[config.mk]
export PLATFORM = sky130hd
export DESIGN_NAME = mcu_store
export DESIGN_NICKNAME = d
export VERILOG_FILES = /design/src/design/mcu_pkg.sv /design/src/design/emul_calc.sv /design/src/design/mcu_store.sv /design/src/design/store_cfg_capture.sv /design/src/design/store_read_ctrl.sv /design/src/design/store_rvalid_pipe.sv /design/src/design/store_write_ctrl.sv
export SDC_FILE = /design/constraint.sdc
export NUM_CORES = 1
export LEC_CHECK = 0
export ABC_AREA = 0
export BUFFER_PORTS_ARGS = -buffer_cell sky130_fd_sc_hd__buf_2
export CELL_PAD_IN_SITES_DETAIL_PLACEMENT = 1
export CELL_PAD_IN_SITES_GLOBAL_PLACEMENT = 2
export CORE_MARGIN = 3
export CORE_UTILIZATION = 28
export CTS_CLUSTER_DIAMETER = 100
export DETAILED_ROUTE_END_ITERATION = 8
export GPL_ROUTABILITY_DRIVEN = 0
export HOLD_SLACK_MARGIN = 0.15
export PLACE_DENSITY_LB_ADDON = 0.1
export SYNTH_ARGS = -nofsm -noshare
export SYNTH_HDL_FRONTEND = slang
export SYNTH_HIERARCHICAL = 1
export SYNTH_SLANG_ARGS = --single-unit
[constraint.sdc]
create_clock -name clk -period 2.8 [get_ports clk]
set_input_delay 0.42 -clock clk [delete_from_list [all_inputs] [get_ports clk]]
set_output_delay 0.42 -clock clk [all_outputs]
set_load 0.005 [all_outputs]
[src/design/mcu_pkg.sv]
/*
  Widths, store mode and FSM state encodings, and emul range constants
  shared by the store control unit
*/
package mcu_pkg;

  ////////////////////
  // Widths

  // sew, lmul and data width codes
  localparam int VTYPE_W = 3;
  // Scheduler word and byte address width
  localparam int ADDR_W = 32;

  ////////////////////
  // Emul encoding

  // lmul is a signed log2 value, this code has no meaning
  localparam logic [VTYPE_W-1:0] LMUL_RESERVED = 3'd4;
  // Legal emul lies between 1/8 and 8
  localparam int EMUL_LOG2_MIN = -3;
  localparam int EMUL_LOG2_MAX = 3;
  // Holds lmul + eew - sew without overflow
  localparam int EMUL_SUM_W = 5;

  ////////////////////
  // Modes and states

  // Built as {unit, strided, indexed} from the scheduler strobes
  typedef enum logic [2:0] {
    MODE_NONE    = 3'b000,
    MODE_INDEXED = 3'b001,
    MODE_STRIDED = 3'b010,
    MODE_UNIT    = 3'b100
  } store_mode_e;

  typedef enum logic [1:0] {
    WR_IDLE,
    WR_BUFFED,
    WR_ACTIVE,
    WR_WAIT
  } store_wr_state_e;

  typedef enum logic [1:0] {
    RD_IDLE,
    RD_UNIT,
    RD_STRIDED,
    RD_STRIDED_STEP
  } store_rd_state_e;

endpackage

[src/design/emul_calc.sv]
/*
  Effective register group multiplier lookup
  from element width, lmul and sew
*/
`timescale 1ns/100ps

module emul_calc import mcu_pkg::*; (
  input  logic [VTYPE_W-1:0] eew_code_i,
  input  logic [VTYPE_W-1:0] lmul_i,
  input  logic [VTYPE_W-1:0] sew_i,
  output logic [VTYPE_W-1:0] emul_o,
  output logic               emul_valid_o
);

  logic signed [EMUL_SUM_W-1:0] lmul_log2;
  logic signed [EMUL_SUM_W-1:0] eew_log2;
  logic signed [EMUL_SUM_W-1:0] sew_log2;
  logic signed [EMUL_SUM_W-1:0] emul_log2;

  // lmul codes are already two's complement log2 values
  assign lmul_log2 = $signed(lmul_i);

  // Width codes count up from 8 bits, so the code is the log2 ratio
  assign eew_log2 = $signed(EMUL_SUM_W'(eew_code_i));
  assign sew_log2 = $signed(EMUL_SUM_W'(sew_i));

  // emul = lmul * eew / sew, done in the log domain
  assign emul_log2 = lmul_log2 + eew_log2 - sew_log2;

  // Back to the 3-bit lmul encoding
  assign emul_o = emul_log2[VTYPE_W-1:0];

  // Out of range results wrap in emul_o, so flag them here
  assign emul_valid_o = (lmul_i != LMUL_RESERVED) &&
                        (emul_log2 >= EMUL_LOG2_MIN) &&
                        (emul_log2 <= EMUL_LOG2_MAX);

endmodule

[src/design/mcu_store.sv]
/*
  Store half of the vector memory control unit
*/
`timescale 1ns/100ps

module mcu_store import mcu_pkg::*; #(
  parameter int VLEN = 8192
) (
  input  logic                    clk,
  input  logic                    rstn,
  // Scheduler
  input  logic [VTYPE_W-1:0]      mcu_sew_i,
  input  logic [VTYPE_W-1:0]      mcu_lmul_i,
  input  logic [VTYPE_W-1:0]      mcu_data_width_i,
  input  logic                    mcu_unit_ld_st_i,
  input  logic                    mcu_strided_ld_st_i,
  input  logic                    mcu_idx_ld_st_i,
  input  logic [ADDR_W-1:0]       mcu_vl_i,
  input  logic                    mcu_st_vld_i,
  output logic                    mcu_st_rdy_o,
  // Buffer configuration
  output logic [VTYPE_W-1:0]      cfg_store_data_sew_o,
  output logic [VTYPE_W-1:0]      cfg_store_data_lmul_o,
  output logic [VTYPE_W-1:0]      cfg_store_idx_sew_o,
  output logic [VTYPE_W-1:0]      cfg_store_idx_lmul_o,
  output logic [$clog2(VLEN)-1:0] cfg_store_vl_o,
  output store_mode_e             store_type_o,
  // Buffer control
  output logic                    store_cfg_update_o,
  output logic                    store_cntr_rst_o,
  output logic                    store_baseaddr_update_o,
  output logic                    sbuff_wen_o,
  output logic                    sdbuff_ren_o,
  output logic                    sdbuff_read_stall_o,
  input  logic                    sdbuff_write_done_i,
  input  logic                    sdbuff_read_done_i,
  input  logic                    sdbuff_read_rdy_i,
  // Vector lanes
  input  logic                    vlane_store_dvalid_i,
  output logic                    vlane_store_rdy_o,
  // AXI write streamer
  output logic                    ctrl_wstart_o,
  input  logic                    ctrl_wdone_i,
  output logic                    wr_tvalid_o,
  input  logic                    wr_tready_i
);

  logic [VTYPE_W-1:0] emul;
  logic               emul_valid;
  logic               capture;
  logic               read_start;
  logic               read_done;
  logic               rvalid;
  logic               block;
  logic               drained;

  emul_calc i_emul_calc (
    .eew_code_i   (mcu_data_width_i),
    .lmul_i       (mcu_lmul_i),
    .sew_i        (mcu_sew_i),
    .emul_o       (emul),
    .emul_valid_o (emul_valid)
  );

  store_cfg_capture #(
    .VLEN (VLEN)
  ) i_store_cfg_capture (
    .clk          (clk),
    .rstn         (rstn),
    .capture_i    (capture),
    .sew_i        (mcu_sew_i),
    .lmul_i       (mcu_lmul_i),
    .data_width_i (mcu_data_width_i),
    .emul_i       (emul),
    .unit_i       (mcu_unit_ld_st_i),
    .strided_i    (mcu_strided_ld_st_i),
    .idx_i        (mcu_idx_ld_st_i),
    .vl_i         (mcu_vl_i),
    .emul_valid_i (emul_valid),
    .mode_o       (store_type_o),
    .data_sew_o   (cfg_store_data_sew_o),
    .data_lmul_o  (cfg_store_data_lmul_o),
    .idx_sew_o    (cfg_store_idx_sew_o),
    .idx_lmul_o   (cfg_store_idx_lmul_o),
    .vl_o         (cfg_store_vl_o)
  );

  store_write_ctrl i_store_write_ctrl (
    .clk            (clk),
    .rstn           (rstn),
    .st_vld_i       (mcu_st_vld_i),
    .vlane_dvalid_i (vlane_store_dvalid_i),
    .write_done_i   (sdbuff_write_done_i),
    .read_done_i    (read_done),
    .st_rdy_o       (mcu_st_rdy_o),
    .capture_o      (capture),
    .cfg_update_o   (store_cfg_update_o),
    .cntr_rst_o     (store_cntr_rst_o),
    .read_start_o   (read_start),
    .sbuff_wen_o    (sbuff_wen_o),
    .vlane_rdy_o    (vlane_store_rdy_o)
  );

  store_read_ctrl i_store_read_ctrl (
    .clk               (clk),
    .rstn              (rstn),
    .start_i           (read_start),
    .mode_i            (store_type_o),
    .read_rdy_i        (sdbuff_read_rdy_i),
    .read_done_i       (sdbuff_read_done_i),
    .tready_i          (wr_tready_i),
    .wdone_i           (ctrl_wdone_i),
    .tvalid_i          (wr_tvalid_o),
    .drained_i         (drained),
    .ren_o             (sdbuff_ren_o),
    .rvalid_o          (rvalid),
    .stall_o           (sdbuff_read_stall_o),
    .block_o           (block),
    .wstart_o          (ctrl_wstart_o),
    .baseaddr_update_o (store_baseaddr_update_o),
    .done_o            (read_done)
  );

  // Same stall as the buffer read pointer
  store_rvalid_pipe i_store_rvalid_pipe (
    .clk         (clk),
    .rstn        (rstn),
    .stall_i     (sdbuff_read_stall_o),
    .rvalid_i    (rvalid),
    .read_done_i (sdbuff_read_done_i),
    .block_i     (block),
    .tvalid_o    (wr_tvalid_o),
    .drained_o   (drained)
  );

endmodule

[src/design/store_cfg_capture.sv]
/*
  Store configuration registers, loaded when a command is accepted
*/
`timescale 1ns/100ps

module store_cfg_capture import mcu_pkg::*; #(
  parameter int VLEN = 8192
) (
  input  logic                    clk,
  input  logic                    rstn,
  input  logic                    capture_i,
  input  logic [VTYPE_W-1:0]      sew_i,
  input  logic [VTYPE_W-1:0]      lmul_i,
  input  logic [VTYPE_W-1:0]      data_width_i,
  input  logic [VTYPE_W-1:0]      emul_i,
  input  logic                    unit_i,
  input  logic                    strided_i,
  input  logic                    idx_i,
  input  logic [ADDR_W-1:0]       vl_i,
  input  logic                    emul_valid_i,
  output store_mode_e             mode_o,
  output logic [VTYPE_W-1:0]      data_sew_o,
  output logic [VTYPE_W-1:0]      data_lmul_o,
  output logic [VTYPE_W-1:0]      idx_sew_o,
  output logic [VTYPE_W-1:0]      idx_lmul_o,
  output logic [$clog2(VLEN)-1:0] vl_o
);

  store_mode_e mode_in;

  assign mode_in = store_mode_e'({unit_i, strided_i, idx_i});

  always_ff @(posedge clk or negedge rstn) begin
    if (!rstn) begin
      mode_o      <= MODE_NONE;
      data_sew_o  <= '0;
      data_lmul_o <= '0;
      idx_sew_o   <= '0;
      idx_lmul_o  <= '0;
      vl_o        <= '0;
    end else if (capture_i) begin
      mode_o <= mode_in;
      vl_o   <= vl_i[$clog2(VLEN)-1:0];
      if (mode_in == MODE_INDEXED) begin
        // Data keeps the vtype while indices use the instruction width
        data_sew_o  <= sew_i;
        data_lmul_o <= lmul_i;
      end else begin
        // Unit and strided data uses the instruction width and emul
        data_sew_o  <= data_width_i;
        data_lmul_o <= emul_i;
      end
      // Index fields always carry the width and emul
      idx_sew_o  <= data_width_i;
      idx_lmul_o <= emul_i;
    end
  end

  // Indexed stores have no read path and emul must stay in the legal range
  a_capture_legal : assert property (@(posedge clk) disable iff (!rstn)
    capture_i |-> (mode_in != MODE_INDEXED) && emul_valid_i);

endmodule

[src/design/store_read_ctrl.sv]
/*
  Store read FSM with buffer reads, back-pressure stalls, the streamer
  start pulse and strided base address steps
*/
`timescale 1ns/100ps

module store_read_ctrl import mcu_pkg::*; (
  input  logic        clk,
  input  logic        rstn,
  input  logic        start_i,
  input  store_mode_e mode_i,
  input  logic        read_rdy_i,
  input  logic        read_done_i,
  input  logic        tready_i,
  input  logic        wdone_i,
  input  logic        tvalid_i,
  input  logic        drained_i,
  output logic        ren_o,
  output logic        rvalid_o,
  output logic        stall_o,
  output logic        block_o,
  output logic        wstart_o,
  output logic        baseaddr_update_o,
  output logic        done_o
);

  store_rd_state_e state_q;
  store_rd_state_e state_d;
  logic            wstart;
  logic            wstart_q;

  always_ff @(posedge clk or negedge rstn) begin
    if (!rstn) begin
      state_q  <= RD_IDLE;
      wstart_q <= 1'b0;
    end else begin
      state_q  <= state_d;
      wstart_q <= wstart;
    end
  end

  // Streamer wants a single cycle start per burst
  assign wstart_o = wstart && !wstart_q;

  always_comb begin
    state_d           = state_q;
    ren_o             = 1'b0;
    rvalid_o          = 1'b0;
    stall_o           = 1'b0;
    block_o           = 1'b0;
    wstart            = 1'b0;
    baseaddr_update_o = 1'b0;
    done_o            = 1'b0;

    case (state_q)
      RD_IDLE: begin
        if (start_i) begin
          state_d = (mode_i == MODE_STRIDED) ? RD_STRIDED : RD_UNIT;
        end
      end

      ////////////////////
      // Unit stride, one long burst

      RD_UNIT: begin
        wstart = 1'b1;
        if (read_rdy_i) begin
          ren_o    = 1'b1;
          rvalid_o = 1'b1;
          // Last element already on its way out
          if (read_done_i && tready_i) begin
            ren_o    = 1'b0;
            rvalid_o = 1'b0;
          end
          if (tvalid_i && !tready_i) begin
            stall_o = 1'b1;
            ren_o   = 1'b0;
          end
        end else begin
          // Buffer empty so freeze and hide whatever is in the pipe
          stall_o = 1'b1;
          block_o = 1'b1;
        end
        if (wdone_i) begin
          done_o  = 1'b1;
          state_d = RD_IDLE;
        end
      end

      ////////////////////
      // Strided, one beat per burst

      RD_STRIDED: begin
        wstart = 1'b1;
        if (read_rdy_i) begin
          ren_o    = 1'b1;
          rvalid_o = 1'b1;
          if (tvalid_i && tready_i) begin
            state_d = RD_STRIDED_STEP;
            if (read_done_i) begin
              ren_o    = 1'b0;
              rvalid_o = 1'b0;
            end
          end
          if (tvalid_i && !tready_i) begin
            stall_o = 1'b1;
            ren_o   = 1'b0;
          end
        end else begin
          stall_o = 1'b1;
          block_o = 1'b1;
        end
      end

      // Beat accepted so hold the pipe until the burst closes
      RD_STRIDED_STEP: begin
        stall_o = 1'b1;
        if (wdone_i) begin
          baseaddr_update_o = 1'b1;
          state_d           = RD_STRIDED;
          if (drained_i) begin
            done_o  = 1'b1;
            state_d = RD_IDLE;
          end
        end
      end

      default: begin
        state_d = RD_IDLE;
      end
    endcase
  end

  // The streamer closes a burst only after the beat that ends it
  a_wdone_after_beat : assert property (@(posedge clk) disable iff (!rstn)
    wdone_i |-> state_q inside {RD_UNIT, RD_STRIDED_STEP});

endmodule

[src/design/store_rvalid_pipe.sv]
/*
  Read-valid delay line matching the store buffer read latency
*/
`timescale 1ns/100ps

module store_rvalid_pipe (
  input  logic clk,
  input  logic rstn,
  input  logic stall_i,
  input  logic rvalid_i,
  input  logic read_done_i,
  input  logic block_i,
  output logic tvalid_o,
  output logic drained_o
);

  logic [2:0] rvalid_q;

  // Freezes together with the buffer read pointer
  always_ff @(posedge clk or negedge rstn) begin
    if (!rstn) begin
      rvalid_q <= '0;
    end else if (!stall_i) begin
      rvalid_q <= {rvalid_q[1:0], rvalid_i};
    end
  end

  // Final element comes out one stage later
  always_comb begin
    tvalid_o = read_done_i ? rvalid_q[2] : rvalid_q[1];
    if (block_i) begin
      tvalid_o = 1'b0;
    end
  end

  assign drained_o = (rvalid_q == 3'b000);

endmodule

[src/design/store_write_ctrl.sv]
/*
  Store write FSM with the scheduler handshake, configuration pulses
  and vector lane writes into the store data buffer
*/
`timescale 1ns/100ps

module store_write_ctrl import mcu_pkg::*; (
  input  logic clk,
  input  logic rstn,
  input  logic st_vld_i,
  input  logic vlane_dvalid_i,
  input  logic write_done_i,
  input  logic read_done_i,
  output logic st_rdy_o,
  output logic capture_o,
  output logic cfg_update_o,
  output logic cntr_rst_o,
  output logic read_start_o,
  output logic sbuff_wen_o,
  output logic vlane_rdy_o
);

  store_wr_state_e state_q;
  store_wr_state_e state_d;

  always_ff @(posedge clk or negedge rstn) begin
    if (!rstn) begin
      state_q <= WR_IDLE;
    end else begin
      state_q <= state_d;
    end
  end

  always_comb begin
    state_d      = state_q;
    st_rdy_o     = 1'b0;
    capture_o    = 1'b0;
    cfg_update_o = 1'b0;
    cntr_rst_o   = 1'b0;
    read_start_o = 1'b0;
    sbuff_wen_o  = 1'b0;
    vlane_rdy_o  = 1'b0;

    case (state_q)
      WR_IDLE: begin
        st_rdy_o = 1'b1;
        if (st_vld_i) begin
          capture_o = 1'b1;
          state_d   = WR_BUFFED;
        end
      end

      // Registered config is stable now so tell the buffer and the read side
      WR_BUFFED: begin
        cfg_update_o = 1'b1;
        cntr_rst_o   = 1'b1;
        read_start_o = 1'b1;
        state_d      = WR_ACTIVE;
      end

      WR_ACTIVE: begin
        vlane_rdy_o = 1'b1;
        sbuff_wen_o = vlane_dvalid_i;
        if (write_done_i && vlane_dvalid_i) begin
          state_d = WR_WAIT;
        end
      end

      // Hold off the scheduler until the streamer has taken everything
      WR_WAIT: begin
        if (read_done_i) begin
          state_d = WR_IDLE;
        end
      end

      default: begin
        state_d = WR_IDLE;
      end
    endcase
  end

  // The read side only finishes once every lane write is in the buffer
  a_read_done_in_wait : assert property (@(posedge clk) disable iff (!rstn)
    read_done_i |-> state_q == WR_WAIT);

endmodule

Yosys cells after proc, flatten, opt, wreduce, memory -nomap -nowiden
Cells that the tools add are included.
- eq/ne operators: 16
- reduce and logical (&&, ||, !) cells: 13
- magnitude comparators: 0
- multipliers: 0
- div/mod/pow operators: 0
- shift-type cells: 0
- bitwise logic cells: 0
- multiplexer cells: 44
- add/subtract/negate cells: 2
- operator list (kind ; number):
    1-bit two-way mux ; 26
    2-bit two-way mux ; 10
    2-bit case mux with 4 select lines ; 2
    2-bit inequality test, second input constant ; 5
    2-bit == test, second input constant ; 4
    1-bit case mux with 2 select lines ; 4
    3-bit two-way mux ; 2
    2-bit by 1-bit inequality test with 1-bit output, second input constant ; 3
    1-bit logical AND ; 5
    5-bit AND reduction ; 1
    2-bit by 1-bit == test with 1-bit output, second input constant ; 2
    2-bit zero test ; 2
    3-bit adder ; 1
    3-bit by 1-bit == test with 1-bit output, second input constant ; 1
    3-bit by 2-bit == test with 1-bit output, second input constant ; 1
    3-bit zero test ; 1
    3-bit AND reduction ; 1
    3-bit subtractor ; 1
    1-bit zero test ; 2
    2-bit OR reduction ; 1
- word-level logic and storage cells: 85
- input bits: 53
- memory bits (writable): 0
- bits in latches: 0
- output and inout port bits: 38
- flip-flop bits (word level): 36
- bits in read-only memories: 0
- memories kept: 0

Depth between registers and ports, before layout
- depth in word-level cells: 9
- gate-level depth with buffers: 8
- depth with buffers taken out: 8

Modules after synthesis
The synthesis kept the hierarchy.
- by module, submodules not included (module ; instances ; area an instance (µm²) ; seq. area each (µm²) ; cells an instance):
    store_cfg_capture ; 1 ; 1098.6 ; 700.7 ; 73
    store_read_ctrl ; 1 ; 364.1 ; 75.1 ; 39
    emul_calc ; 1 ; 239.0 ; 0.0 ; 29
    store_write_ctrl ; 1 ; 200.2 ; 50.0 ; 21
    store_rvalid_pipe ; 1 ; 127.6 ; 75.1 ; 9

Worst setup path after synthesis
No wires, ideal clock.
- kind: reg2reg
- start point: reg i_store_read_ctrl.state_q[0]
- end point: reg i_store_rvalid_pipe.rvalid_q[0]
- arrival time: 2079 ps
- buffers on the path: 0
- required time: 2675 ps
- setup time: 125 ps
- path slack: 597 ps
- period minus slack after synthesis: 2203 ps
- cell stages (with the launch flop): 9
- path through: dfrtp_1 > inv_1 > ha_1 > nor2b_1 > nor2_1 > nor2b_1 > o21ai_0 > a21oi_1 > mux2_2
- cells in the longest elaborated chain, start to end: 8
- elaborated cells between the ends (all ways): 14
- those cells by class: 3 x eq/ne; 8 x mux; 3 x reduce/logical
- ends and longest elaborated chain (item ; line ; text):
    start, declared ; store_read_ctrl.sv:27 ; store_rd_state_e state_q;
    start signal, assigned ; store_read_ctrl.sv:37 ; state_q <= state_d;
    2-bit by 1-bit == test with 1-bit output or 2-bit == test (tied branches) ; store_read_ctrl.sv:55 ; case (state_q)
    2-bit OR reduction (no line) (*) ; -- ;
    1-bit two-way mux (*) ; -- ;
    net block ; mcu_store.sv:54 ; logic block;
    1-bit two-way mux (*) ; store_rvalid_pipe.sv:31 ; if (block_i) begin
    net wr_tvalid_o ; mcu_store.sv:44 ; output logic wr_tvalid_o,
    1-bit logical AND (*) ; store_read_ctrl.sv:75, store_read_ctrl.sv:105 ;
    1-bit two-way mux (*) ; store_read_ctrl.sv:75, store_read_ctrl.sv:105 ;
    1-bit two-way mux (*) ; store_read_ctrl.sv:67 ; if (read_rdy_i) begin
    1-bit case mux with 2 select lines (*) ; store_read_ctrl.sv:55 ;
    net sdbuff_read_stall_o ; mcu_store.sv:34 ; output logic sdbuff_read_stall_o,
    end signal, assigned ; store_rvalid_pipe.sv:24 ; rvalid_q <= {rvalid_q[1:0], rvalid_i};
    end, declared ; store_rvalid_pipe.sv:17 ; logic [2:0] rvalid_q;
The timed path passes the listed nets; every way through them passes the cells marked *.
A chain may end at the register's enable or synchronous reset.

Worst setup path in the final report
- start point: reg i_store_read_ctrl.state_q[1]
- end point: out sdbuff_read_stall_o
- cells in the longest elaborated chain, start to end: 8
- elaborated cells between the ends (all ways): 10
- those cells by class: 3 x eq/ne; 5 x mux; 2 x reduce/logical
- ends and longest elaborated chain (item ; line):
    2-bit by 1-bit == test with 1-bit output or 2-bit == test (tied branches) ; store_read_ctrl.sv:55
    2-bit OR reduction (no line) (*) ; --
    1-bit two-way mux (*) ; --
    net block ; mcu_store.sv:54
    1-bit two-way mux (*) ; store_rvalid_pipe.sv:31
    1-bit logical AND (*) ; store_read_ctrl.sv:75, store_read_ctrl.sv:105
    1-bit two-way mux (*) ; store_read_ctrl.sv:75, store_read_ctrl.sv:105
    1-bit two-way mux (*) ; store_read_ctrl.sv:67
    1-bit case mux with 2 select lines (*) ; store_read_ctrl.sv:55
    end, declared ; mcu_store.sv:34
Marks and branches as above.

==> impl_metrics.env <==
export IMPL_status="completed"
export IMPL_worst_path_buf_inv=2
export IMPL_num_antenna_cells=0
export IMPL_pin_count=91
export IMPL_die_x_um=89.1
export IMPL_cap_viol_max_count=0
export IMPL_die_area_mm2=0.00794
export IMPL_register_area_um2=902
export IMPL_port_buffers=71
export IMPL_clkSlewWorstSetupHoldPaths_ns=0.07
export IMPL_grt_max_degree=37
export IMPL_critPathArrivalTime_ns=2.16
export IMPL_slowest_delay_ns=0.42
export IMPL_core_area_mm2=0.00653
export IMPL_nets=304
export IMPL_die_y_um=89.1
export IMPL_path_delay_family="simple AND/OR/NAND/NOR gates"
export IMPL_clockBufferDepth=2
export IMPL_power_density_mw_per_mm2=995
export IMPL_combinationalPowerShare_pct=47.2
export IMPL_syn_area_mm2=0.00193
export IMPL_maxSlewHeadroom_pct=44.7
export IMPL_grtUsageTotal_pct=12.4
export IMPL_start_kind="flip-flop"
export IMPL_setup_tns_ns=0
export IMPL_period_share_pct=92.2
export IMPL_worstMarginPinSlew_ns=0.830
export IMPL_leakagePower_nw=1.23
export IMPL_drive_above_1_share_pct=48.3
export IMPL_avgSynthCellArea_um2=12.2
export IMPL_layout_common_cells="71 x buf_2, 35 x dfrtp_1, 25 x mux2_2"
export IMPL_drt_first_pass_iters=4
export IMPL_clkPwrFrac_pct=14.2
export IMPL_numCtsBuffers=5
export IMPL_grt_pass1_vias=1529
export IMPL_reg2regPathDepth=9
export IMPL_critPathRequiredTime_ns=2.38
export IMPL_hold_buffers=0
export IMPL_hpwl_um=3690
export IMPL_sw_frac_of_total_pct=35.4
export IMPL_vdd_ir_drop_max_mv=0.354
export IMPL_worst_path_max_delay_cell="dfrtp_1"
export IMPL_design_area_mm2=0.00246
export IMPL_drtAntennaViolNets=0
export IMPL_clk_latency_ns=0.28
export IMPL_crit_chain="inv_1, ha_1, nor2b_1, nor2_2, nor2b_1, o21ai_0, a21oi_2, buf_2"
export IMPL_max_freq_mhz=387
export IMPL_layout_commonest_cell="buf_2"
export IMPL_power_frac_seq_pct=38.6
export IMPL_grt_overflow=0
export IMPL_area_growth_pct=27.2
export IMPL_hold_path_class="input pin to asynchronous set/reset pin"
export IMPL_cts_htree_levels=2
export IMPL_cts_tree="built"
export IMPL_postSynthCellCount=159
export IMPL_crit_top_cell="nor2b_1"
export IMPL_syn_num_nets=229
export IMPL_vias=1421
export IMPL_fill_cells=739
export IMPL_viasPerCell=4.57
export IMPL_first_iter_violations=34
export IMPL_floorplan_initialDensity_pct=29.6
export IMPL_power_switching_uw=866
export IMPL_intPower_mw=1.58
export IMPL_dpl_instance_area_mm2=0.00236
export IMPL_fin_skew_ns=0.00301
export IMPL_wire_per_inst_um=15.2
export IMPL_cp_depth=8
export IMPL_cts_sinks=36
export IMPL_drcViolationCount=0
export IMPL_critPathCaptureType="output pin"
export IMPL_grt_pass1_wl_um=7450
export IMPL_finalMaxSlewViolations=0
export IMPL_cts_root_buf="clkbuf_8"
export IMPL_std_cell_rows=29
export IMPL_antenna_found_initial=0
export IMPL_worstPathMaxFanout=5
export IMPL_hold_violations=0
export IMPL_yosysWarnings=6
export IMPL_setup_viol=0
export IMPL_multi_input_area_um2=935
export IMPL_fin_crit_ns=2.58
export IMPL_worstSetupPathType="flip-flop to output pin"
export IMPL_wl_um=4720
==> registers in the layout, indices dropped and copies added, names as in the netlist <==
| signal | count |
|---|---|
| i_store_cfg_capture/vl_o | 13 |
| i_store_cfg_capture/data_lmul_o | 3 |
| i_store_cfg_capture/data_sew_o | 3 |
| i_store_cfg_capture/idx_lmul_o | 3 |
| i_store_cfg_capture/idx_sew_o | 3 |
| i_store_cfg_capture/mode_o | 3 |
| i_store_rvalid_pipe/rvalid_q | 3 |
| i_store_read_ctrl/state_q | 2 |
| i_store_write_ctrl/state_q | 2 |
| i_store_read_ctrl/wstart_q | 1 |
==> per-layer routing <==
metal | global-route usage, % | routed length (um) | share of wire, %
met1 | 15.1 | 2050 | 43
met2 | 20.7 | 2380 | 50
met3 | 3.69 | 269 | 5.7
met4 | 4.47 | 29 | 0.61
met5 | 0 | 0 | 0
==> power by group through the flow <==
stage / Combinational [mW] / Sequential, mW / Clock [mW]
floorplan: 0.688 / 0.949 / 0
global placement: 1.10 / 0.932 / 0
detailed placement: 1.15 / 0.959 / 0
CTS: 1.16 / 0.950 / 0.369
global route: 1.30 / 0.984 / 0.398
finish: 1.16 / 0.945 / 0.347
==> metrics by stage <==
stage / std cells / worst slack, ns / utilization (%) / hold WS [ns] / total power, mW
after detailed placement: 302 / 0.227 / 36.1 / 0.491 / 2.11
after CTS: 309 / 0.0201 / 37.4 / 0.266 / 2.48
after global placement: 302 / 0.337 / 36.1 / 0.484 / 2.04
final: 311 / 0.218 / 37.7 / 0.233 / 2.45
after floorplan: 159 / 0.597 / - / 0.124 / 1.64
after global routing: 311 / -0.00316 / 37.7 / 0.290 / 2.68
==> layout make-up <==
| type | count | area share [%] |
|---|---|---|
| clock buffers | 6 | 2.95 |
| inverters | 19 | 2.90 |
| repair buffers | 74 | 15.4 |
| clock inverters | 1 | 0.203 |
| flip-flops and latches | 36 | 36.7 |
| multi-input cells | 98 | 38.0 |
| well taps | 77 | 3.92 |
==> worst paths after layout <==
kind                                         startpoint                         endpoint  slack [ns]
max                        i_store_read_ctrl/state_q[1]              sdbuff_read_stall_o        0.22
min                                                rstn  i_store_rvalid_pipe/rvalid_q[2]        0.23
max reg2reg                i_store_read_ctrl/state_q[1]  i_store_rvalid_pipe/rvalid_q[1]        0.49
min reg2reg                i_store_cfg_capture/vl_o[11]     i_store_cfg_capture/vl_o[11]        0.50
max in group asynchronous                          rstn     i_store_read_ctrl/state_q[0]        1.99
min in group clk                            mcu_vl_i[0]      i_store_cfg_capture/vl_o[0]        0.37
==> worst register-to-register path: stages, from the launching register on <==
cell	delay, ns
dfrtp_1	0.42
inv_1	0.12
ha_1	0.35
nor2b_1	0.16
nor2_2	0.17
nor2b_1	0.15
o21ai_0	0.10
a21oi_2	0.25
buf_4	0.15
mux2_2	0.32
==> timing repair <==
item / in CTS / in global routing
resized for setup: 1 / 3
pin swaps: 0 / 1
endpoints found under the setup margin: 1 / 1
hold endpoints to repair: 0 / 0
buffers inserted: 0 / 2
(Power assumes the default switching activity.)
